==> src/logic/ctrl_pkg.sv <==
`default_nettype none

package ctrl_pkg;

    // host register map
    typedef enum logic [1:0] {
        ADDR_SYS_CTRL = 2'd0,
        ADDR_CONTROLS = 2'd1,
        ADDR_STATUS   = 2'd2
    } reg_addr_e;

    localparam int REG_DATA_W = 32;
    localparam int SYS_CTRL_W = 16;

    // system control register bits
    localparam int CTRL_POWERON        = 0;
    localparam int CTRL_ISL_RESET_N    = 1;
    localparam int CTRL_HDMIRX_RESET_N = 2;
    localparam int CTRL_CAPTURE_SEL    = 7;
    localparam int CTRL_AUDMUX_SEL     = 11;
    localparam int CTRL_ADAP_LM        = 14;

    localparam logic [SYS_CTRL_W-1:0] SYS_CTRL_RESET = '0;

    // front panel buttons, released level is high
    localparam int BTN_W = 6;
    localparam logic [BTN_W-1:0] BTN_RESET = '1;

    // status word bits
    localparam int STATUS_SD_DETECT = 0;

endpackage

`default_nettype wire

==> src/logic/video_pkg.sv <==
`default_nettype none

package video_pkg;

    localparam int COLOR_W = 8;

    typedef enum logic [1:0] {
        OSD_BLACK  = 2'd0,
        OSD_BLUE   = 2'd1,
        OSD_YELLOW = 2'd2,
        OSD_WHITE  = 2'd3
    } osd_color_e;

    // osd palette as {r, g, b}
    localparam logic [3*COLOR_W-1:0] OSD_RGB_BLACK  = 24'h000000;
    localparam logic [3*COLOR_W-1:0] OSD_RGB_BLUE   = 24'h0000ff;
    localparam logic [3*COLOR_W-1:0] OSD_RGB_YELLOW = 24'hffff00;
    localparam logic [3*COLOR_W-1:0] OSD_RGB_WHITE  = 24'hffffff;

    // register stages in the video path
    localparam int SELECT_LATENCY  = 1;
    localparam int OVERLAY_LATENCY = 2;

    // led order is {b, g, r}
    localparam logic [2:0] LED_POWER_OFF = 3'b001;

endpackage

`default_nettype wire

==> src/logic/pixel_if.sv <==
`timescale 1ns/1ps
`default_nettype none

// one pixel per clock, no handshake
interface pixel_if import video_pkg::*; ();

    logic [COLOR_W-1:0] r;
    logic [COLOR_W-1:0] g;
    logic [COLOR_W-1:0] b;
    logic               hsync;
    logic               vsync;
    logic               de;

    modport src (output r, g, b, hsync, vsync, de);
    modport snk (input r, g, b, hsync, vsync, de);

endinterface

`default_nettype wire

==> src/logic/ctrl_if.sv <==
`timescale 1ns/1ps
`default_nettype none

// decoded system control fields
interface ctrl_if;

    logic power_on;
    logic isl_reset_n;
    logic hdmirx_reset_n;
    logic capture_sel;
    logic audmux_sel;
    logic adap_lm;

    modport regs (
        output power_on, isl_reset_n, hdmirx_reset_n, capture_sel, audmux_sel, adap_lm
    );

    modport user (
        input power_on, isl_reset_n, hdmirx_reset_n, capture_sel, audmux_sel, adap_lm
    );

endinterface

`default_nettype wire

==> src/logic/sys_ctrl_regs.sv <==
`timescale 1ns/1ps
`default_nettype none

module sys_ctrl_regs import ctrl_pkg::*; (
    input  wire logic                  CLK27_i,
    input  wire logic                  po_reset_n,
    input  wire logic                  reg_wr_i,
    input  wire reg_addr_e             reg_addr_i,
    input  wire logic [REG_DATA_W-1:0] reg_wdata_i,
    input  wire logic [BTN_W-1:0]      btn_sync_i,
    input  wire logic                  sd_detect_i,
    output logic      [REG_DATA_W-1:0] reg_rdata_o,
    ctrl_if.regs                       ctrl
);

    logic [SYS_CTRL_W-1:0] sys_ctrl;
    logic [REG_DATA_W-1:0] controls;
    logic [REG_DATA_W-1:0] status;
    logic [REG_DATA_W-1:0] rdata_mux;
    logic                  ctrl_wr;

    assign ctrl_wr = reg_wr_i && (reg_addr_i == ADDR_SYS_CTRL);

    always_ff @(posedge CLK27_i or negedge po_reset_n) begin
        if (!po_reset_n) begin
            sys_ctrl <= SYS_CTRL_RESET;
        end else if (ctrl_wr) begin
            sys_ctrl <= reg_wdata_i[SYS_CTRL_W-1:0];
        end
    end

    assign ctrl.power_on       = sys_ctrl[CTRL_POWERON];
    assign ctrl.isl_reset_n    = sys_ctrl[CTRL_ISL_RESET_N];
    assign ctrl.hdmirx_reset_n = sys_ctrl[CTRL_HDMIRX_RESET_N];
    assign ctrl.capture_sel    = sys_ctrl[CTRL_CAPTURE_SEL];
    assign ctrl.audmux_sel     = sys_ctrl[CTRL_AUDMUX_SEL];
    assign ctrl.adap_lm        = sys_ctrl[CTRL_ADAP_LM];

    assign controls = REG_DATA_W'(btn_sync_i);

    always_comb begin
        status = '0;
        status[STATUS_SD_DETECT] = sd_detect_i;
    end

    always_comb begin
        case (reg_addr_i)
            ADDR_SYS_CTRL: rdata_mux = REG_DATA_W'(sys_ctrl);
            ADDR_CONTROLS: rdata_mux = controls;
            ADDR_STATUS:   rdata_mux = status;
            default:       rdata_mux = '0;
        endcase
    end

    always_ff @(posedge CLK27_i or negedge po_reset_n) begin
        if (!po_reset_n) begin
            reg_rdata_o <= '0;
        end else begin
            reg_rdata_o <= rdata_mux;
        end
    end

    // only a host write may move the control word
    assert property (@(posedge CLK27_i) disable iff (!po_reset_n)
        !ctrl_wr |=> $stable(sys_ctrl));

endmodule

`default_nettype wire

==> src/logic/input_sync.sv <==
`timescale 1ns/1ps
`default_nettype none

module input_sync import ctrl_pkg::*; (
    input  wire logic             CLK27_i,
    input  wire logic             po_reset_n,
    input  wire logic [BTN_W-1:0] btn_i,
    input  wire logic             sd_detect_n_i,
    input  wire logic             resync_strobe_i,
    output logic      [BTN_W-1:0] btn_sync_o,
    output logic                  sd_detect_o,
    output logic                  resync_pulse_o
);

    localparam int SYNC_W = BTN_W + 2;
    // strobe idles low, no card means detect_n high
    localparam logic [SYNC_W-1:0] SYNC_RESET = {1'b0, 1'b1, BTN_RESET};

    logic [SYNC_W-1:0] sync1;
    logic [SYNC_W-1:0] sync2;
    logic              strobe_prev;

    always_ff @(posedge CLK27_i or negedge po_reset_n) begin
        if (!po_reset_n) begin
            sync1          <= SYNC_RESET;
            sync2          <= SYNC_RESET;
            strobe_prev    <= 1'b0;
            resync_pulse_o <= 1'b0;
        end else begin
            sync1          <= {resync_strobe_i, sd_detect_n_i, btn_i};
            sync2          <= sync1;
            strobe_prev    <= sync2[SYNC_W-1];
            // rising edge of the synchronized strobe
            resync_pulse_o <= sync2[SYNC_W-1] & ~strobe_prev;
        end
    end

    assign btn_sync_o  = sync2[BTN_W-1:0];
    assign sd_detect_o = ~sync2[BTN_W];

    assert property (@(posedge CLK27_i) disable iff (!po_reset_n)
        resync_pulse_o |=> !resync_pulse_o);

endmodule

`default_nettype wire

==> src/logic/status_led.sv <==
`timescale 1ns/1ps
`default_nettype none

module status_led import video_pkg::*; #(
    parameter int STRETCH_CYCLES = 2**24 - 1
) (
    input  wire logic CLK27_i,
    input  wire logic po_reset_n,
    input  wire logic resync_pulse_i,
    input  wire logic sd_detect_i,
    ctrl_if.user      ctrl,
    output logic [2:0] led_o
);

    localparam int CNT_W = $clog2(STRETCH_CYCLES + 1);

    logic [CNT_W-1:0] led_cnt;
    logic             led_on;

    always_ff @(posedge CLK27_i or negedge po_reset_n) begin
        if (!po_reset_n) begin
            led_cnt <= '0;
        end else if (resync_pulse_i) begin
            led_cnt <= CNT_W'(STRETCH_CYCLES);
        end else if (led_on) begin
            led_cnt <= led_cnt - 1'b1;
        end
    end

    assign led_on = (led_cnt != '0);

    assign led_o = ctrl.power_on ? {ctrl.adap_lm, sd_detect_i, led_on} : LED_POWER_OFF;

    assert property (@(posedge CLK27_i) disable iff (!po_reset_n)
        led_cnt <= CNT_W'(STRETCH_CYCLES));

endmodule

`default_nettype wire

==> src/logic/source_select.sv <==
`timescale 1ns/1ps
`default_nettype none

module source_select import video_pkg::*; (
    input  wire logic               CLK27_i,
    input  wire logic               po_reset_n,
    input  wire logic [COLOR_W-1:0] isl_r_i,
    input  wire logic [COLOR_W-1:0] isl_g_i,
    input  wire logic [COLOR_W-1:0] isl_b_i,
    input  wire logic               isl_hsync_i,
    input  wire logic               isl_vsync_i,
    input  wire logic               isl_de_i,
    input  wire logic [COLOR_W-1:0] hdmirx_r_i,
    input  wire logic [COLOR_W-1:0] hdmirx_g_i,
    input  wire logic [COLOR_W-1:0] hdmirx_b_i,
    input  wire logic               hdmirx_hsync_i,
    input  wire logic               hdmirx_vsync_i,
    input  wire logic               hdmirx_de_i,
    input  wire logic               pcm_i2s_bck_i,
    input  wire logic               pcm_i2s_ws_i,
    input  wire logic               pcm_i2s_data_i,
    input  wire logic               hdmirx_i2s_bck_i,
    input  wire logic               hdmirx_i2s_ws_i,
    input  wire logic               hdmirx_ap_i,
    ctrl_if.user                    ctrl,
    pixel_if.src                    pix,
    output logic                    i2s_bck_o,
    output logic                    i2s_ws_o,
    output logic                    i2s_data_o
);

    // capture mux, 1 = hdmi receiver
    always_ff @(posedge CLK27_i or negedge po_reset_n) begin
        if (!po_reset_n) begin
            pix.r     <= '0;
            pix.g     <= '0;
            pix.b     <= '0;
            pix.hsync <= 1'b0;
            pix.vsync <= 1'b0;
            pix.de    <= 1'b0;
        end else if (ctrl.capture_sel) begin
            pix.r     <= hdmirx_r_i;
            pix.g     <= hdmirx_g_i;
            pix.b     <= hdmirx_b_i;
            pix.hsync <= hdmirx_hsync_i;
            pix.vsync <= hdmirx_vsync_i;
            pix.de    <= hdmirx_de_i;
        end else begin
            pix.r     <= isl_r_i;
            pix.g     <= isl_g_i;
            pix.b     <= isl_b_i;
            pix.hsync <= isl_hsync_i;
            pix.vsync <= isl_vsync_i;
            pix.de    <= isl_de_i;
        end
    end

    // audio follows the video source without a register
    assign i2s_bck_o  = ctrl.capture_sel ? hdmirx_i2s_bck_i : pcm_i2s_bck_i;
    assign i2s_ws_o   = ctrl.capture_sel ? hdmirx_i2s_ws_i : pcm_i2s_ws_i;
    assign i2s_data_o = ctrl.capture_sel ? hdmirx_ap_i : pcm_i2s_data_i;

endmodule

`default_nettype wire

==> src/logic/osd_overlay.sv <==
`timescale 1ns/1ps
`default_nettype none

module osd_overlay import video_pkg::*; (
    input  wire logic               CLK27_i,
    input  wire logic               po_reset_n,
    input  wire logic               osd_enable_i,
    input  wire osd_color_e         osd_color_i,
    pixel_if.snk                    pix,
    output logic      [COLOR_W-1:0] hdmitx_r_o,
    output logic      [COLOR_W-1:0] hdmitx_g_o,
    output logic      [COLOR_W-1:0] hdmitx_b_o,
    output logic                    hdmitx_hsync_o,
    output logic                    hdmitx_vsync_o,
    output logic                    hdmitx_de_o
);

    logic [3*COLOR_W-1:0] osd_rgb;
    logic [3*COLOR_W-1:0] rgb_q;
    logic                 hsync_q;
    logic                 vsync_q;
    logic                 de_q;

    always_comb begin
        case (osd_color_i)
            OSD_BLACK:  osd_rgb = OSD_RGB_BLACK;
            OSD_BLUE:   osd_rgb = OSD_RGB_BLUE;
            OSD_YELLOW: osd_rgb = OSD_RGB_YELLOW;
            default:    osd_rgb = OSD_RGB_WHITE;
        endcase
    end

    always_ff @(posedge CLK27_i or negedge po_reset_n) begin
        if (!po_reset_n) begin
            rgb_q          <= '0;
            hsync_q        <= 1'b0;
            vsync_q        <= 1'b0;
            de_q           <= 1'b0;
            hdmitx_r_o     <= '0;
            hdmitx_g_o     <= '0;
            hdmitx_b_o     <= '0;
            hdmitx_hsync_o <= 1'b0;
            hdmitx_vsync_o <= 1'b0;
            hdmitx_de_o    <= 1'b0;
        end else begin
            rgb_q   <= osd_enable_i ? osd_rgb : {pix.r, pix.g, pix.b};
            hsync_q <= pix.hsync;
            vsync_q <= pix.vsync;
            de_q    <= pix.de;
            // red lsb held low for the board signal integrity fix
            hdmitx_r_o     <= {rgb_q[3*COLOR_W-1:2*COLOR_W+1], 1'b0};
            hdmitx_g_o     <= rgb_q[2*COLOR_W-1:COLOR_W];
            hdmitx_b_o     <= rgb_q[COLOR_W-1:0];
            hdmitx_hsync_o <= hsync_q;
            hdmitx_vsync_o <= vsync_q;
            hdmitx_de_o    <= de_q;
        end
    end

    assert property (@(posedge CLK27_i) disable iff (!po_reset_n)
        osd_enable_i |-> !$isunknown(osd_color_i));

endmodule

`default_nettype wire

==> src/logic/ossc_lite_top.sv <==
`timescale 1ns/1ps
`default_nettype none

module ossc_lite_top import ctrl_pkg::*, video_pkg::*; #(
    parameter int STRETCH_CYCLES = 2**24 - 1
) (
    input  wire logic                  CLK27_i,
    input  wire logic                  po_reset_n,
    input  wire logic                  reg_wr_i,
    input  wire logic [1:0]            reg_addr_i,
    input  wire logic [REG_DATA_W-1:0] reg_wdata_i,
    output logic      [REG_DATA_W-1:0] reg_rdata_o,
    input  wire logic [COLOR_W-1:0]    isl_r_i,
    input  wire logic [COLOR_W-1:0]    isl_g_i,
    input  wire logic [COLOR_W-1:0]    isl_b_i,
    input  wire logic                  isl_hsync_i,
    input  wire logic                  isl_vsync_i,
    input  wire logic                  isl_de_i,
    input  wire logic [COLOR_W-1:0]    hdmirx_r_i,
    input  wire logic [COLOR_W-1:0]    hdmirx_g_i,
    input  wire logic [COLOR_W-1:0]    hdmirx_b_i,
    input  wire logic                  hdmirx_hsync_i,
    input  wire logic                  hdmirx_vsync_i,
    input  wire logic                  hdmirx_de_i,
    input  wire logic                  pcm_i2s_bck_i,
    input  wire logic                  pcm_i2s_ws_i,
    input  wire logic                  pcm_i2s_data_i,
    input  wire logic                  hdmirx_i2s_bck_i,
    input  wire logic                  hdmirx_i2s_ws_i,
    input  wire logic                  hdmirx_ap_i,
    input  wire logic                  osd_enable_i,
    input  wire logic [1:0]            osd_color_i,
    input  wire logic                  resync_strobe_i,
    input  wire logic [BTN_W-1:0]      btn_i,
    input  wire logic                  sd_detect_n_i,
    output logic      [COLOR_W-1:0]    hdmitx_r_o,
    output logic      [COLOR_W-1:0]    hdmitx_g_o,
    output logic      [COLOR_W-1:0]    hdmitx_b_o,
    output logic                       hdmitx_hsync_o,
    output logic                       hdmitx_vsync_o,
    output logic                       hdmitx_de_o,
    output logic                       hdmitx_i2s_bck_o,
    output logic                       hdmitx_i2s_ws_o,
    output logic                       hdmitx_i2s_data_o,
    output logic      [2:0]            led_o,
    output logic                       audmux_o,
    output logic                       isl_reset_n_o,
    output logic                       hdmirx_reset_n_o
);

    logic [BTN_W-1:0] btn_sync;
    logic             sd_detect;
    logic             resync_pulse;

    pixel_if u_pix ();
    ctrl_if  u_ctrl ();

    sys_ctrl_regs u_sys_ctrl_regs (
        .CLK27_i     (CLK27_i),
        .po_reset_n  (po_reset_n),
        .reg_wr_i    (reg_wr_i),
        .reg_addr_i  (reg_addr_e'(reg_addr_i)),
        .reg_wdata_i (reg_wdata_i),
        .btn_sync_i  (btn_sync),
        .sd_detect_i (sd_detect),
        .reg_rdata_o (reg_rdata_o),
        .ctrl        (u_ctrl.regs)
    );

    input_sync u_input_sync (
        .CLK27_i         (CLK27_i),
        .po_reset_n      (po_reset_n),
        .btn_i           (btn_i),
        .sd_detect_n_i   (sd_detect_n_i),
        .resync_strobe_i (resync_strobe_i),
        .btn_sync_o      (btn_sync),
        .sd_detect_o     (sd_detect),
        .resync_pulse_o  (resync_pulse)
    );

    status_led #(
        .STRETCH_CYCLES (STRETCH_CYCLES)
    ) u_status_led (
        .CLK27_i        (CLK27_i),
        .po_reset_n     (po_reset_n),
        .resync_pulse_i (resync_pulse),
        .sd_detect_i    (sd_detect),
        .ctrl           (u_ctrl.user),
        .led_o          (led_o)
    );

    source_select u_source_select (
        .CLK27_i          (CLK27_i),
        .po_reset_n       (po_reset_n),
        .isl_r_i          (isl_r_i),
        .isl_g_i          (isl_g_i),
        .isl_b_i          (isl_b_i),
        .isl_hsync_i      (isl_hsync_i),
        .isl_vsync_i      (isl_vsync_i),
        .isl_de_i         (isl_de_i),
        .hdmirx_r_i       (hdmirx_r_i),
        .hdmirx_g_i       (hdmirx_g_i),
        .hdmirx_b_i       (hdmirx_b_i),
        .hdmirx_hsync_i   (hdmirx_hsync_i),
        .hdmirx_vsync_i   (hdmirx_vsync_i),
        .hdmirx_de_i      (hdmirx_de_i),
        .pcm_i2s_bck_i    (pcm_i2s_bck_i),
        .pcm_i2s_ws_i     (pcm_i2s_ws_i),
        .pcm_i2s_data_i   (pcm_i2s_data_i),
        .hdmirx_i2s_bck_i (hdmirx_i2s_bck_i),
        .hdmirx_i2s_ws_i  (hdmirx_i2s_ws_i),
        .hdmirx_ap_i      (hdmirx_ap_i),
        .ctrl             (u_ctrl.user),
        .pix              (u_pix.src),
        .i2s_bck_o        (hdmitx_i2s_bck_o),
        .i2s_ws_o         (hdmitx_i2s_ws_o),
        .i2s_data_o       (hdmitx_i2s_data_o)
    );

    osd_overlay u_osd_overlay (
        .CLK27_i        (CLK27_i),
        .po_reset_n     (po_reset_n),
        .osd_enable_i   (osd_enable_i),
        .osd_color_i    (osd_color_e'(osd_color_i)),
        .pix            (u_pix.snk),
        .hdmitx_r_o     (hdmitx_r_o),
        .hdmitx_g_o     (hdmitx_g_o),
        .hdmitx_b_o     (hdmitx_b_o),
        .hdmitx_hsync_o (hdmitx_hsync_o),
        .hdmitx_vsync_o (hdmitx_vsync_o),
        .hdmitx_de_o    (hdmitx_de_o)
    );

    assign isl_reset_n_o    = u_ctrl.isl_reset_n;
    assign hdmirx_reset_n_o = u_ctrl.hdmirx_reset_n;
    // board audio mux select is active low
    assign audmux_o         = ~u_ctrl.audmux_sel;

    // digitizer de reaches the transmitter after both video stages
    assert property (@(posedge CLK27_i) disable iff (!po_reset_n)
        !u_ctrl.capture_sel |-> ##(SELECT_LATENCY + OVERLAY_LATENCY)
        hdmitx_de_o == $past(isl_de_i, SELECT_LATENCY + OVERLAY_LATENCY));

endmodule

`default_nettype wire

==> config.mk <==
export PLATFORM = sky130hd
export DESIGN_NAME = ossc_lite_top
export DESIGN_NICKNAME = d
export VERILOG_FILES = /design/src/logic/ctrl_pkg.sv /design/src/logic/video_pkg.sv /design/src/logic/pixel_if.sv /design/src/logic/ctrl_if.sv /design/src/logic/sys_ctrl_regs.sv /design/src/logic/input_sync.sv /design/src/logic/status_led.sv /design/src/logic/source_select.sv /design/src/logic/osd_overlay.sv /design/src/logic/ossc_lite_top.sv
export SDC_FILE = /design/constraint.sdc
export NUM_CORES = 1
export LEC_CHECK = 0
export ABC_AREA = 1
export BUFFER_PORTS_ARGS = -buffer_cell sky130_fd_sc_hd__buf_4
export CAP_MARGIN = 5
export CORE_ASPECT_RATIO = 1.75
export CORE_MARGIN = 2
export CORE_UTILIZATION = 45
export CTS_BUF_LIST = sky130_fd_sc_hd__clkbuf_8
export DETAILED_ROUTE_END_ITERATION = 12
export MAX_ROUTING_LAYER = met4
export PLACE_DENSITY = 0.75
export RECOVER_POWER = 50
export SLEW_MARGIN = 20
export SYNTH_ARGS = -nofsm -noshare
export SYNTH_HDL_FRONTEND = slang
export SYNTH_SLANG_ARGS = --single-unit
==> constraint.sdc <==
create_clock -name CLK27_i -period 1.4 [get_ports CLK27_i]
set_input_delay 0.14 -clock CLK27_i [delete_from_list [all_inputs] [get_ports CLK27_i]]
set_output_delay 0.14 -clock CLK27_i [all_outputs]
set_load 0.05 [all_outputs]
== Word level (Yosys, flattened, before mapping) ==
Index checks and enable logic that the tools add are counted.
Cells by class
  multiplexer cells: 15
  $add $sub $neg: 1
  reduce and logical (&&, ||, !) cells: 5
  equal/unequal tests: 4
  bitwise logic cells: 4
Operators by type and width (number)
  24-bit 2-to-1 mux: 3
  24-bit one-hot mux with 3 select lines: 1
  16-bit one-hot mux with 3 select lines: 1
  8-bit 2-to-1 mux: 3
  24-bit nonzero test: 1
  24-bit by 1-bit subtractor with 24-bit output (second input constant): 1
  1-bit 2-to-1 mux: 6
  2-bit by 1-bit equality test with 1-bit output (second input constant): 2
  2-bit equality test (second input constant): 2
  2-bit zero test: 2
  3-bit 2-to-1 mux: 1
  1-bit inverter: 3
  2-bit nonzero test: 1
  1-bit bitwise AND: 1
  1-bit logical AND: 1
Word-level totals
  output and inout port bits: 68
  input bits: 108
  logic and storage cells: 52
  bits in registers: 154

== Logic depth before layout (Yosys ltp) ==
Gate-level depths: netlist of the first run.
  depth after elaboration: 3
  gate-level depth with buffers: 9
  gate-level depth less buffers: 9

== Modules after synthesis ==
Synthesis of the first run repeated with hierarchy kept, for this count alone.
Unflattened totals
  cells, all modules: 661
  area total of the unflattened synthesis: 6213.5 um^2
Modules (own cells, without submodules)
  status_led: sequential area each 600.6 um^2, instances 1, area each 1724.2 um^2, cells each 256
  osd_overlay: sequential area each 1301.2 um^2, instances 1, area each 1540.2 um^2, cells each 106
  sys_ctrl_regs: sequential area each 800.8 um^2, instances 1, area each 1371.3 um^2, cells each 147
  source_select: sequential area each 675.6 um^2, instances 1, area each 1047.3 um^2, cells each 124
  input_sync: sequential area each 467.9 um^2, instances 1, area each 526.8 um^2, cells each 27
  ossc_lite_top: sequential area each 0.0 um^2, instances 1, area each 3.8 um^2, cells each 1

== Worst setup path before layout of the first run ==
Ideal clock, no wire load.
  path kind: flip-flop to output port
  start point: reg u_status_led.led_cnt[0]
  end point: out led_o[0]
  data arrival time: 1379 ps
  required time: 1260 ps
  setup slack: -119 ps
  cell stages (with the launch flop): 6
  path buffers: 0
  cells stage by stage: dfrtp_1 -> inv_1 -> ha_1 -> nand3_1 -> nor2_2 -> nand4_1
On the way
  word-level cells in the longest chain between the ends: 2
RTL lines
  start: declaration: RTL line status_led.sv:17  | logic [CNT_W-1:0] led_cnt;
  start signal: assignment: RTL line status_led.sv:24  | led_cnt <= CNT_W'(STRETCH_CYCLES);
  start signal: assignment: RTL line status_led.sv:26  | led_cnt <= led_cnt - 1'b1;
  24-bit nonzero test: RTL line status_led.sv:30  | assign led_on = (led_cnt != '0);
  3-bit 2-to-1 mux: RTL line status_led.sv:32  | assign led_o = ctrl.power_on ? {ctrl.adap_lm, sd_detect_i, led_on} : LED_POWER_OFF;
  end: declaration: RTL line ossc_lite_top.sv:45  | output logic [2:0] led_o,
No other way between the ends.

== Worst setup path after layout of the first run ==
  start point: reg u_status_led.led_cnt[20]
  end point: out led_o[0]
The elaborated chain is that of the path after synthesis.

==> flow_metrics.tcl, run 1 <==
set metrics [dict create \
    status "finished, violations left" \
    violations "negative setup slack" \
    viasPerCell 4.90 \
    fin_crit_sh_pct 124 \
    vdd_drop_max_v 0.000786 \
    num_vias 5236 \
    ctsHtreeMaxLevel 4 \
    wire_per_inst_um 15.9 \
    cts_tree "done" \
    grt_setup_unrepaired "yes" \
    grt_max_degree 48 \
    setup_viol 25 \
    fillers 852 \
    start_util_pct 46.3 \
    antenna_found_initial 0 \
    yosys.area_share.simple_pct 22.0 \
    hold-worst-slack_ns 0.0590 \
    core_region_area_um2 13000 \
    ys_warn_count 0 \
    grt_first_pass_wirelength_um 26900 \
    required_ns 1.26 \
    hp-class "input port to flip-flop" \
    die_w_um 91.4 \
    tightest_slew_ns 0.947 \
    fp-row-count 55 \
    swShare_pct 32.0 \
    worstSkewPairLatency_ns 0.44 \
    die_y_um 157 \
    worst-path-max-fanout 4 \
    numCtsBuffers 17 \
    layout_commonest_cell "buf_4" \
    p_leak_nw 4.52 \
    power_density_nw_per_um2 1170 \
    layout-drive-gt1-share_pct 38.6 \
    synthXorXnorAreaFrac_pct 0.145 \
    relSlewSlack_pct 36.8 \
    syn-cell-area_um2 6020 \
    seqPwrFrac_pct 47.2 \
    synth.area.mux_share_pct 0.748 \
    dpl-instance-area_um2 7380 \
    hpwlAfterDp_um 10100 \
    hold_viol_final 0 \
    routed-wl-met3_um 926 \
    cts.sinks 152 \
    p_int_mw 7.31 \
    area_delta_synth_final_pct 52.2 \
    critPathArrivalTime_ns 1.60 \
    cp-start-kind "flip-flop" \
    fin_ws_ns -0.337 \
    p_comb_share_pct 22.6 \
    critPathKind "flip-flop to output pin" \
    p_sw_mw 3.45 \
    wl_met2_um 9580 \
    port_buffers 140 \
    synthAdderAreaFrac_pct 0.416 \
    drt_iter0_drc 271 \
    die_area_um2 14400 \
    skew_ns 0.0168 \
    synthCells 599 \
    yosysTopAreaCell "dfrtp_1" \
    drv_slew 0 \
    synth_compound_area_share_pct 5.24 \
    dr.max_layer_used "met4" \
    synth_cell_types 34 \
    track_usage_pct 24.9 \
    yosys-top-cells-area "dfrtp_1 57%, nand2_1 9.0%, dfstp_2 6.1%, inv_1 4.5%, nor2_1 3.4%" \
    wl_met1_um 5760 \
    grt_pass1_vias 5755 \
    diodes 0 \
    fin_nets 994 \
    place_congestion 0.943 \
    drtAntennaViolNets 0 \
    routed_wl_um 17000 \
    fin_area_um2 9170 \
    gr-total-overflow 0 \
    fmax_ghz 0.576 \
    synth_top_family_by_area "simple AND/OR/NAND/NOR gates" \
    syn_avg_cell_area_um2 10.1 \
    endpoint_kind "output pin" \
    maxCapViolations 0 \
    drc 0 \
    ys_seq_area_share_pct 63.5 \
    finalCriticalPeriod_ns 1.74 \
    drt_first_pass_iters 5 \
    root_buffer "clkbuf_8" \
    synth_top_cell_area_share_pct 57.3 \
    clk_pin_slew_ns 0.09 \
    ys_ff_latch 152 \
    cts.path.max_buffers 2 \
    ioPinCount 176 \
    pwr-share-clk_pct 30.2 \
    final_cell_mix "172 x buf_4, 134 x nand2_1, 132 x dfrtp_1" \
]
==> synth_stat cells, drive strengths merged <==
| library cell | instances |
|---|---|
| a21oi | 24 |
| a22o | 4 |
| buf | 24 |
| clkbuf | 8 |
| clkinv | 1 |
| conb | 1 |
| dfrtp | 138 |
| dfstp | 14 |
| ha | 2 |
| inv | 75 |
| mux2 | 4 |
| nand2 | 152 |
| nand3 | 30 |
| nand3b | 4 |
| nand4 | 10 |
| nor2 | 77 |
| o21a | 1 |
| o21ai | 28 |
| o221ai | 1 |
| xor2 | 1 |
==> timing repair <==
item | in CTS | in global routing
endpoints found under the setup margin | 23 | 40
gates cloned | 1 | 1
pin swaps | 23 | 22
gates resized for setup | 45 | 38
endpoints found under the hold margin | 198 | 0
hold buffers | 77 | 0
buffers inserted | 34 | 10
==> layout make-up <==
class,instances,area [µm²],share of cell area (%)
tap,171,214,2.33
sequential,152,3830,41.8
clock inverter,14,140,1.53
inverter,76,293,3.19
timing repair buffer,281,2400,26.2
multi-input combinational,356,2040,22.3
clock buffer,18,248,2.70
==> worst paths after layout <==
kind | startpoint | to | slack, ns | cells after the start
worst min-delay path | osd_color_i[0] | u_osd_overlay.rgb_q[4] | 0.06 | 3
worst max-delay path | u_status_led.led_cnt[20] | led_o[0] | -0.34 | 5
min in group asynchronous | po_reset_n | u_status_led.led_cnt[0] | 0.39 | 2
worst min register to register | u_input_sync.sync1[7] | u_input_sync.sync2[7] | 0.35 | 0
worst max register to register | u_status_led.led_cnt[0] | u_status_led.led_cnt[6] | -0.22 | 9
max in group asynchronous | po_reset_n | u_input_sync.sync1[3] | 0.16 | 3
==> sequential cells by signal, indices dropped and copies added (netlist names), 7 cells and up <==
name and flops:
u_sys_ctrl_regs.reg_rdata_o 16, u_input_sync.sync2 8, u_osd_overlay.rgb_q 23, u_sys_ctrl_regs.sys_ctrl 16, u_osd_overlay.hdmitx_r_o 7, u_osd_overlay.hdmitx_g_o 8
u_source_select.pix.g 8, u_input_sync.sync1 8, u_osd_overlay.hdmitx_b_o 8, u_status_led.led_cnt 24, u_source_select.pix.b 8, u_source_select.pix.r 7
==> metrics by stage <==
step	setup slack, ns	cells	power [mW]	setup TNS, ns	utilization (%)
after floorplan	-0.0597	615	6.35	-0.0597	-
final	-0.337	1068	10.8	-2.85	70.5
after detailed placement	-0.0570	915	7.13	-0.122	56.8
after CTS	-0.296	1059	10.8	-1.24	69.3
after global placement	-0.00362	915	7.05	-0.00362	56.8
after global routing	-0.423	1068	11.2	-5.05	70.5
==> worst max-delay path, cell delays in order (launching register included) <==
cell     delay, ns
dfrtp_2       0.44
nor2_4        0.20
nand2_2       0.09
nor2_4        0.12
nand4_1       0.12
buf_6         0.18
==> power groups by stage <==
stage,Sequential [mW],Combinational (mW),Clock [mW]
5_1_grt,5.11,2.61,3.48
3_5_place_dp,5.15,1.99,0
3_3_place_gp,5.12,1.93,0
2_1_floorplan,5.57,0.774,0
6_report,5.07,2.44,3.25
4_1_cts,5.07,2.39,3.29
==> cell families (layout without fill, tap and decap cells) <==
logic type	Yosys count	count (layout)
DFF	152	152
and+or+nand+nor	273	274
AOI/OAI and AO/OA	58	58
xor gates and xnor gates	1	1
muxes	4	4
other	1	17
buffers and inverters	108	389
adders and majority gates	2	2
==> layer usage <==
| layer | GRT usage (%) | vias to the layer above |
|---|---|---|
| li1 | - | 2399 |
| met1 | 24.1 | 2527 |
| met2 | 46.3 | 244 |
| met3 | 4.60 | 66 |
| met4 | 13.1 | 0 |
| met5 | - | - |
(Power assumes the default switching activity.)
==> run 2, diff against run 1 <==
- REMOVE_ABC_BUFFERS: default -> 1
==> run 2 against run 1 <==
The run still ends with negative setup slack left. Via count grew 0.19%. Sequential share of layout area shrank 0.56 points. Cell count grew 1.2%. Largest cell class unchanged. Global-route usage shrank 0.46 points. Count of clock-buffer cells in the layout shrank 1.
==> flow_metrics.tcl, run 2 (same netlist as run 1, synthesis figures left out) <==
set metrics [dict create \
    die_area_um2 14400 \
    ioPinCount 176 \
    drt_iter0_drc 258 \
    hpwlAfterDp_um 10500 \
    fin_crit_sh_pct 120 \
    antenna_found_initial 1 \
    hold_end "u_sys_ctrl_regs.reg_rdata_o[0]" \
    dpl-instance-area_um2 7460 \
    drv_slew 0 \
    cts_tree "done" \
    regMostFlops "u_status_led.led_cnt" \
    hold_viol_final 0 \
    drt_first_pass_iters 4 \
    dp.cells 931 \
    ctsHtreeMaxLevel 4 \
    vdd_drop_max_v 0.000762 \
    pwr-share-clk_pct 28.5 \
    fin_nets 1006 \
    hold-worst-slack_ns 0.0458 \
    gr-total-overflow 0 \
    endpoint_kind "output pin" \
    required_ns 1.26 \
    status "finished, violations left" \
    clk_pin_slew_ns 0.08 \
    hp-class "input port to flip-flop" \
    largest_register_ffs 24 \
    grt_first_pass_wirelength_um 26300 \
    cts.path.max_buffers 2 \
    startpoint "u_status_led.led_cnt[0]" \
    fin_ws_ns -0.280 \
    critPathTopFamily "flip-flops" \
    finalNonFillerCells 1081 \
    critPathArrivalTime_ns 1.54 \
    numCtsBuffers 17 \
    maxCapViolations 0 \
    power_density_nw_per_um2 1150 \
    seq_area_um2 3830 \
    reg.largest.list "u_status_led.led_cnt (24), u_osd_overlay.rgb_q (23)" \
    cp-start-kind "flip-flop" \
    die_y_um 157 \
    fillers 835 \
    min_from "reg_addr_i[1]" \
    final_cell_mix "190 x buf_4, 134 x dfrtp_1, 128 x nand2_1" \
    tightest_slew_ns 1.29 \
    crit_chain "inv_2 > ha_4 > nand3_2 > nor2_2 > nand4_1 > buf_6" \
    drtAntennaViolNets 0 \
    viasPerCell 4.85 \
    fin_area_um2 9290 \
    slowest_delay_ns 0.41 \
    r2r_slack_ns -0.23 \
    p_int_mw 7.19 \
    hold_depth 3 \
    num_vias 5246 \
    multi_input_area_um2 2070 \
    drc 0 \
    track_usage_pct 24.4 \
    cp_slowest_cell "dfrtp_1" \
    skew_ns 0.0152 \
    place_congestion 0.994 \
    p_comb_share_pct 24.0 \
    worstRegToRegCells 9 \
    area_delta_synth_final_pct 54.2 \
    timing.rr.start "u_status_led.led_cnt[0]" \
    p_leak_nw 4.63 \
    timing.rr.end "u_status_led.led_cnt[1]" \
    wire_per_inst_um 15.6 \
    relSlewSlack_pct 14.3 \
    critPathKind "flip-flop to output pin" \
    fmax_ghz 0.595 \
    root_buffer "clkbuf_8" \
    worstSkewPairLatency_ns 0.44 \
    p_sw_mw 3.49 \
    grt_pass1_vias 5625 \
    core_region_area_um2 13000 \
    port_buffers 140 \
    setup_viol 25 \
    grt_max_degree 49 \
    routed_wl_um 16900 \
    start_util_pct 46.3 \
    finalCriticalPeriod_ns 1.68 \
    layout-drive-gt1-share_pct 39.4 \
    seqPwrFrac_pct 47.5 \
    violations "negative setup slack" \
    fp-row-count 55 \
    grt_setup_unrepaired "yes" \
    layout_commonest_cell "buf_4" \
    worst-path-max-fanout 2 \
    p_total_mw 10.7 \
    cts.sinks 152 \
    fin_tns_setup_ns -3.31 \
    swShare_pct 32.7 \
    die_w_um 91.4 \
    cp.buffers_inverters 2 \
]
## run 2: changes by cell type in the layout (fill, tap and decap cells not counted), sizes merged
cell | before | now
bufinv | 1 | 0
buf | 190 | 204
clkinvlp | 4 | 3
inv | 79 | 84
clkbuf | 31 | 28
diode | 0 | 1
clkinv | 6 | 4
## run 2: layer usage
layer | wire (µm) | GRT usage (%)
met5 | 0 | -
met4 | 1030 | 15.2
met3 | 777 | 4.45
met2 | 9530 | 44.6
met1 | 5550 | 23.4
## run 2: worst min-delay path, cell delays in order
cell,delay [ns]
buf_4,0.12
nand2_1,0.06
o221ai_1,0.10
## run 2: how the worst max path moves through the flow
stage	depth (start not counted)	endpoint
detailed placement	7	u_status_led.led_cnt[21]
finish	6	led_o[0]
CTS	5	led_o[0]
global placement	7	u_status_led.led_cnt[21]
floorplan	3	hdmitx_i2s_bck_o
global route	6	led_o[0]
## run 2: through the flow
stage | utilization, % | worst slack (ns)
finish | 71.4 | -0.280
detailed placement | 57.4 | -0.0857
global placement | 57.4 | -0.0326
global route | 71.4 | -0.365
floorplan | - | -0.375
CTS | 70.1 | -0.285
## run 2: repair_timing
action	CTS	global route
resized for setup	68	34
setup endpoints to repair	29	30
pin swaps	29	28
cloned	2	0
endpoints found under the hold margin	128	0
hold buffers	77	0
setup buffers	30	14
## run 2: power by group through the flow
stage                     Combinational [mW]  Sequential, mW  Clock (mW)
after floorplan                        0.664            5.60           0
after global placement                  1.96            5.12           0
after detailed placement                2.01            5.14           0
after CTS                               2.43            5.06        3.14
after global routing                    2.73            5.11        3.34
final                                   2.56            5.07        3.05
## run 2: layout make-up
type | count | area share [%]
Sequential cell | 152 | 41.2
Timing Repair Buffer | 293 | 27.0
Multi-Input combinational cell | 356 | 22.3
Inverter | 76 | 3.18
Clock buffer | 17 | 2.52
Tap cell | 171 | 2.30
Clock inverter | 15 | 1.48
Antenna cell | 1 | 0.0270
